`config.mk`:
```
export PLATFORM = sky130hd
export DESIGN_NAME = fetch_top
export DESIGN_NICKNAME = d
export VERILOG_FILES = /design/src/fetch_pkg.sv /design/src/fetch_pc_gen.sv /design/src/fetch_bus_ctrl.sv /design/src/fetch_top.sv
export SDC_FILE = /design/constraint.sdc
export NUM_CORES = 1
export LEC_CHECK = 0
export ABC_AREA = 0
export BUFFER_PORTS_ARGS = -buffer_cell sky130_fd_sc_hd__buf_2
export CAP_MARGIN = 0
export CORE_ASPECT_RATIO = 0.6
export CORE_MARGIN = 2
export CORE_UTILIZATION = 40
export CTS_CLUSTER_DIAMETER = 80
export DETAILED_ROUTE_END_ITERATION = 8
export HOLD_SLACK_MARGIN = 0.15
export PLACE_DENSITY_LB_ADDON = 0.15
export SLEW_MARGIN = 15
export SYNTH_ARGS = -nofsm -noshare
export SYNTH_HDL_FRONTEND = slang
export SYNTH_HIERARCHICAL = 1
export SYNTH_SLANG_ARGS = --single-unit
```
`constraint.sdc`:
```
create_clock -name clk -period 7.9 [get_ports clk]
set_input_delay 1.185 -clock clk [delete_from_list [all_inputs] [get_ports clk]]
set_output_delay 1.185 -clock clk [all_outputs]
set_load 0.01 [all_outputs]
```
`src/fetch_pkg.sv`:
```
package fetch_pkg;

    localparam int unsigned XLEN = 64;
    localparam int unsigned ILEN = 32;

    // address and data width of the core
    typedef logic [XLEN-1:0] xlen_t;
    // one uncompressed instruction word
    typedef logic [ILEN-1:0] inst_t;

    // control transfer request from execute and csr side
    typedef struct packed {
        logic  jal;
        logic  jalr;
        logic  branch;
        logic  trap;
        xlen_t pc;
        xlen_t imm;
        xlen_t r1data;
        xlen_t alu_res;
        xlen_t mtvec;
    } redirect_t;

    // fetched instruction handed to decode
    typedef struct packed {
        logic  valid;
        xlen_t pc;
        inst_t inst;
    } fetch_out_t;

    // read address channel, master side
    typedef struct packed {
        logic  valid;
        xlen_t addr;
    } rd_req_t;

    // read data channel, one 64-bit beat per read
    typedef struct packed {
        logic  valid;
        xlen_t data;
    } rd_rsp_t;

    typedef enum logic [1:0] {
        IDLE,
        ADDR,
        DATA
    } bus_state_e;

endpackage

```
`src/fetch_pc_gen.sv`:
```
`timescale 1ns/100ps

module fetch_pc_gen #(
    parameter fetch_pkg::xlen_t RESET_PC = 64'h0000_0000_8000_0000
) (
    input  logic                 clk,
    input  logic                 rst_n_i,
    input  fetch_pkg::redirect_t redirect_i,
    input  logic                 stall_i,
    input  logic                 pc_done_i,
    output fetch_pkg::xlen_t     pc_o,
    output logic                 redirect_taken_o
);

    fetch_pkg::xlen_t pc_q;
    fetch_pkg::xlen_t pc_d;
    fetch_pkg::xlen_t jal_target;
    fetch_pkg::xlen_t jalr_sum;
    fetch_pkg::xlen_t jalr_target;
    logic             take_jal;
    logic             advance;
    logic             adv_pend_q;

    // jal and taken branch share one adder
    assign take_jal    = redirect_i.jal | (redirect_i.branch & (redirect_i.alu_res == '0));
    assign jal_target  = redirect_i.pc + redirect_i.imm;
    assign jalr_sum    = redirect_i.r1data + redirect_i.imm;
    assign jalr_target = {jalr_sum[fetch_pkg::XLEN-1:1], 1'b0};

    assign redirect_taken_o = take_jal | redirect_i.jalr | redirect_i.trap;

    // a completion seen under stall is kept until the stall drops
    assign advance = (pc_done_i | adv_pend_q) & ~stall_i;

    always_comb begin
        pc_d = pc_q;
        if (take_jal) begin
            pc_d = jal_target;
        end else if (redirect_i.jalr) begin
            pc_d = jalr_target;
        end else if (redirect_i.trap) begin
            pc_d = redirect_i.mtvec;
        end else if (advance) begin
            pc_d = pc_q + fetch_pkg::xlen_t'(4);
        end
    end

    always_ff @(posedge clk or negedge rst_n_i) begin
        if (!rst_n_i) begin
            pc_q       <= RESET_PC;
            adv_pend_q <= 1'b0;
        end else begin
            pc_q <= pc_d;
            // a redirect makes any pending step meaningless
            if (redirect_taken_o || advance) begin
                adv_pend_q <= 1'b0;
            end else if (pc_done_i) begin
                adv_pend_q <= 1'b1;
            end
        end
    end

    assign pc_o = pc_q;

endmodule

```
`src/fetch_bus_ctrl.sv`:
```
`timescale 1ns/100ps

module fetch_bus_ctrl (
    input  logic                  clk,
    input  logic                  rst_n_i,
    input  fetch_pkg::xlen_t      pc_i,
    input  logic                  redirect_taken_i,
    input  logic                  stall_i,
    output fetch_pkg::rd_req_t    rd_req_o,
    input  logic                  rd_addr_ready_i,
    input  fetch_pkg::rd_rsp_t    rd_rsp_i,
    output logic                  rd_data_ready_o,
    output logic                  pc_done_o,
    output fetch_pkg::fetch_out_t fetch_o
);

    fetch_pkg::bus_state_e state_q;
    fetch_pkg::bus_state_e state_d;
    fetch_pkg::xlen_t      addr_q;
    logic                  stale_q;
    logic                  addr_fire;
    logic                  rsp_fire;
    logic                  drop_rsp;
    fetch_pkg::inst_t      word_sel;
    logic                  out_valid_q;
    fetch_pkg::xlen_t      out_pc_q;
    fetch_pkg::inst_t      out_inst_q;

    // channel handshakes
    assign addr_fire = rd_req_o.valid & rd_addr_ready_i;
    assign rsp_fire  = rd_rsp_i.valid & rd_data_ready_o;

    // address and valid stay put from ADDR entry until the transfer
    assign rd_req_o.valid  = (state_q == fetch_pkg::ADDR);
    assign rd_req_o.addr   = addr_q;
    assign rd_data_ready_o = (state_q == fetch_pkg::DATA);

    // response is thrown away if the pc moved on while it was in flight
    assign drop_rsp = stale_q | redirect_taken_i | (pc_i != addr_q);

    assign pc_done_o = rsp_fire & ~drop_rsp;

    // bit 2 picks the word within the 64-bit beat
    assign word_sel = addr_q[2] ? rd_rsp_i.data[63:32] : rd_rsp_i.data[31:0];

    always_comb begin
        state_d = state_q;
        unique case (state_q)
            fetch_pkg::IDLE: begin
                if (!stall_i) begin
                    state_d = fetch_pkg::ADDR;
                end
            end
            fetch_pkg::ADDR: begin
                if (addr_fire) begin
                    state_d = fetch_pkg::DATA;
                end
            end
            fetch_pkg::DATA: begin
                if (rsp_fire) begin
                    state_d = fetch_pkg::IDLE;
                end
            end
            default: begin
                state_d = fetch_pkg::IDLE;
            end
        endcase
    end

    always_ff @(posedge clk or negedge rst_n_i) begin
        if (!rst_n_i) begin
            state_q     <= fetch_pkg::IDLE;
            stale_q     <= 1'b0;
            out_valid_q <= 1'b0;
        end else begin
            state_q     <= state_d;
            out_valid_q <= pc_done_o;
            // stale only lives for the read in flight
            if (state_q == fetch_pkg::IDLE || rsp_fire) begin
                stale_q <= 1'b0;
            end else if (redirect_taken_i) begin
                stale_q <= 1'b1;
            end
        end
    end

    // request address, captured when a new read starts
    always_ff @(posedge clk) begin
        if (state_q == fetch_pkg::IDLE && !stall_i) begin
            addr_q <= pc_i;
        end
    end

    always_ff @(posedge clk) begin
        if (pc_done_o) begin
            out_pc_q   <= addr_q;
            out_inst_q <= word_sel;
        end
    end

    assign fetch_o.valid = out_valid_q;
    assign fetch_o.pc    = out_pc_q;
    assign fetch_o.inst  = out_inst_q;

endmodule

```
`src/fetch_top.sv`:
```
`timescale 1ns/100ps

module fetch_top #(
    parameter fetch_pkg::xlen_t RESET_PC = 64'h0000_0000_8000_0000
) (
    input  logic                  clk,
    input  logic                  rst_n_i,
    input  fetch_pkg::redirect_t  redirect_i,
    input  logic                  stall_i,
    output fetch_pkg::rd_req_t    rd_req_o,
    input  logic                  rd_addr_ready_i,
    input  fetch_pkg::rd_rsp_t    rd_rsp_i,
    output logic                  rd_data_ready_o,
    output fetch_pkg::fetch_out_t fetch_o
);

    fetch_pkg::xlen_t pc;
    logic             redirect_taken;
    logic             pc_done;

    // pc register and redirect mux
    fetch_pc_gen #(
        .RESET_PC(RESET_PC)
    ) i_pc_gen (
        .clk             (clk),
        .rst_n_i         (rst_n_i),
        .redirect_i      (redirect_i),
        .stall_i         (stall_i),
        .pc_done_i       (pc_done),
        .pc_o            (pc),
        .redirect_taken_o(redirect_taken)
    );

    // one outstanding read at a time
    fetch_bus_ctrl i_bus_ctrl (
        .clk             (clk),
        .rst_n_i         (rst_n_i),
        .pc_i            (pc),
        .redirect_taken_i(redirect_taken),
        .stall_i         (stall_i),
        .rd_req_o        (rd_req_o),
        .rd_addr_ready_i (rd_addr_ready_i),
        .rd_rsp_i        (rd_rsp_i),
        .rd_data_ready_o (rd_data_ready_o),
        .pc_done_o       (pc_done),
        .fetch_o         (fetch_o)
    );

endmodule

```
==> metrics.cfg <==
[run_status]
run_status=finished clean

[timing]
fin_hold_ws_ns=0.4438
clock_skew_ns=0.02291
relSlewSlack_pct=21.40
hold_viol_final=0
period_share_pct=62.22
fin_tns_setup_ns=0
clock.fmax_mhz=203.4
rsz0062_at_grt=false
fin_crit_ns=4.915
maxSlewViolCount=0
worstMarginPinSlew_ns=1.168
setup_ws_ns=2.985
finalSetupViolCount=0

[worst_setup_path]
cp.arrival_ns=5.34
cpPeakStageDelay_ns=0.43
crit_fanout=31
crit_chain=buf_2 -> nor4_1 -> nand4_1 -> nor2_1 -> a31oi_4 -> buf_4 -> nand2_1 -> a2111oi_0 -> nand4_1 -> nor4_4 -> nor2_1 -> nor2_1 -> nor3_2 -> nor2_1 -> nand2_1 -> nor2_1 -> a21oi_1 -> o22ai_1 -> a31oi_1 -> o311a_1
worstSetupPathType=in -> reg
end_kind=register
start_kind=input pin
crit_required_ns=8.33
slowest_stage=nor4_4
path_common_cell=nor2_1
critPathBufInv=2
critical-path-top-delay-family=simple AND/OR/NAND/NOR gates

[global_routing]
grtUsageTotal_pct=32.42
grt_max_degree=93
grt_pass1_wl_um=121900
antenna_found_initial=6
grt.overflow.total=0
grt_pass1_vias=18438

[final_layout]
final_cell_mix=buf_2, a21oi_1, nand2_1, edfxtp_1, nor2_1
drive_gt1_share_pct=25.46
nets=3166
design_area_mm2=0.02309
area_delta_synth_final_pct=20.53
nFillCells=4693
layout_commonest_cell=buf_2
register_area_mm2=0.006533
multi_input_area_mm2=0.01191

[logic_synthesis]
synthArstFlopShare_pct=30.13
ys_seq_area_share_pct=34.10
netlist_area_mm2=0.01916
synthCells=2152
synth-simple-area-share_pct=17.73
synthAdderAreaFrac_pct=8.438
synth_top_family_by_area=compound AO/OA/AOI/OAI gates
yosys-mux-area-fraction_pct=2.880
ys_seq_elements=229
avgSynthCellArea_um2=8.902
synth_ff_type=edfxtp_1
synth_warnings=6
synth_edf_count=160
synth_compound_area_share_pct=23.56
netlist-cell-type-count=100
synthesis.nets=2673
synth-xor-area-share_pct=9.372

[floorplanning]
fp.dieW_um=286.5
core-area_mm2=0.04755
row_count=62
fp.dieArea_mm2=0.04972
num_io_pins=556
start_util_pct=40.29
chipHeight_um=173.5

[power_and_ir_drop]
peakVddDrop_v=0.0001247
p_int_uw=2756
p_leak_uw=0.009632
seq_power_share_pct=39.8
pwr-share-clk_pct=24.4
combinationalPowerShare_pct=35.9
power_switching_share_pct=39.15
p_per_area_mw_per_mm2=196.1
p_sw_uw=1773

[placement]
dpl_worst_slack_ns=2.619
gp_congestion=0.9567
place_area_mm2=0.02234
port_buffers=555
dpl.hpwl_um=70010

[clocking]
cts_buffer_depth=3
cts_buffers=24
cts.clk_slew.worst_paths_ns=0.06
cts-hold-fix-buffers=0
post_cts_buffers=0
htreeDepth=1
cts.repair.resized=0
clk_latency_ns=0.54
cts.sink_count=229
clockRootBuffer=clkbuf_16
cts_tree=built

[drt]
drt-vias-per-instance=6.046
ant_nets=0
drt-total-wl_um=84010
vias=19983
firstDrtPassIters=7
drcViolationCount=0
drtIter0Drc=2263
wl_per_cell_um=25.42

[run]
maxCapViolCount=0

[worst_hold_path]
min-delay-path-class=in -> async

## synth_stat cells, types with 12 or more instances
library cell  count  area share [%]
o22ai_1          26            0.85
a221oi_1         13            0.59
o21bai_1         24            0.94
o31ai_1          19            0.74
xnor2_1         109             5.0
clkbuf_1         75             1.5
mux2_2           33             1.9
nor2b_1          15            0.49
nor3_1           45             1.2
a211oi_1         35             1.4
and4_1           14            0.64
a21oi_1         203             5.3
o21ai_1          20            0.52
nand4_1          67             2.2
nand3_1          58             1.5
inv_1            44            0.86
or3_1            12            0.39
and2_1           12            0.39
o21a_1           21            0.82
mux2i_1          18            0.94
dfrtp_1          68             8.9
nand2_1         201             3.9
edfxtp_1        160              25
nand2b_1         18            0.59
a31oi_1          22            0.72
o211ai_1         41             1.6
and3_1           26            0.85
ha_1            126             8.2
xor2_1           96             4.4
a21o_1           54             2.1
nor2_1          147             2.9
nor4_1           38             1.2
o21ai_0         138             3.6
## power by group through the flow
stage / Combinational [uW] / Clock (uW) / Sequential (uW)
after floorplan: 960 / 0 / 1740
after global placement: 1590 / 0 / 1800
after detailed placement: 1590 / 0 / 1810
after CTS: 1600 / 1120 / 1790
after global routing: 1750 / 1160 / 1810
final: 1620 / 1100 / 1800
## logic make-up (layout without fill, tap and decap cells)
family	after synthesis	after routing
AO/OA/AOI/OAI	703	703
AND/OR/NAND/NOR	683	683
flip-flops	229	229
XOR/XNOR	205	205
buffers and inverters	153	664
adder cells (fa/ha/maj)	128	128
multiplexers	51	51
other	0	2
## per-layer routing
layer / vias up / global-route usage, % / share of wire, %
li1: 9145 / - / -
met1: 9816 / 52.45 / 50
met2: 940 / 46.24 / 41
met3: 78 / 3.987 / 7.8
met4: 4 / 4.625 / 1.5
met5: - / 0 / 0.032
## worst reg2reg max path, delay by kind of cell, from the launching register on
family | cells | cell delay [ns]
AO/OA/AOI/OAI | 4 | 0.50
XOR/XNOR | 1 | 0.20
flip-flops | 1 | 0.70
AND/OR/NAND/NOR | 10 | 2.90
## through the flow
stage | util (%) | total power (uW) | instances
4_1_cts | 48.55 | 4506 | 3303
3_5_place_dp | 46.97 | 3404 | 3259
6_report | 48.56 | 4529 | 3305
3_3_place_gp | 46.97 | 3394 | 3259
2_1_floorplan | - | 2696 | 2152
5_1_grt | 48.55 | 4723 | 3303
## final timing paths
kind	startpoint	end	slack, ns	depth (start not counted)
max in group asynchronous	rst_n_i	i_pc_gen/pc_o[1]	6.23	2
min in group clk	i_bus_ctrl/addr_q[3]	i_bus_ctrl/out_pc_q[3]	0.49	0
min reg2reg	i_bus_ctrl/addr_q[3]	i_bus_ctrl/out_pc_q[3]	0.49	0
max reg2reg	i_pc_gen/pc_o[2]	i_pc_gen/pc_o[55]	3.50	15
max	redirect_i[89]	i_pc_gen/pc_o[55]	2.98	20
min	rst_n_i	i_bus_ctrl/state_q[0]	0.44	1
## flip-flops by register name, summed over array words and instances (netlist names)
register,flops
i_bus_ctrl/out_pc_q,64
i_bus_ctrl/addr_q,64
i_bus_ctrl/stale_q,1
i_bus_ctrl/state_q,2
i_pc_gen/pc_o,64
i_bus_ctrl/out_inst_q,32
i_bus_ctrl/out_valid_q,1
i_pc_gen/adv_pend_q,1
## area by class of cell
cell class / count / area share (%)
diodes: 2 / 0.02167
flip-flops and latches: 229 / 28.29
clock inverters: 12 / 0.4281
multi-input cells: 1770 / 51.56
repair buffers: 575 / 12.68
well taps: 640 / 3.468
clock buffers: 32 / 2.818
inverters: 45 / 0.7315
Power figures use the tool's default switching activity.
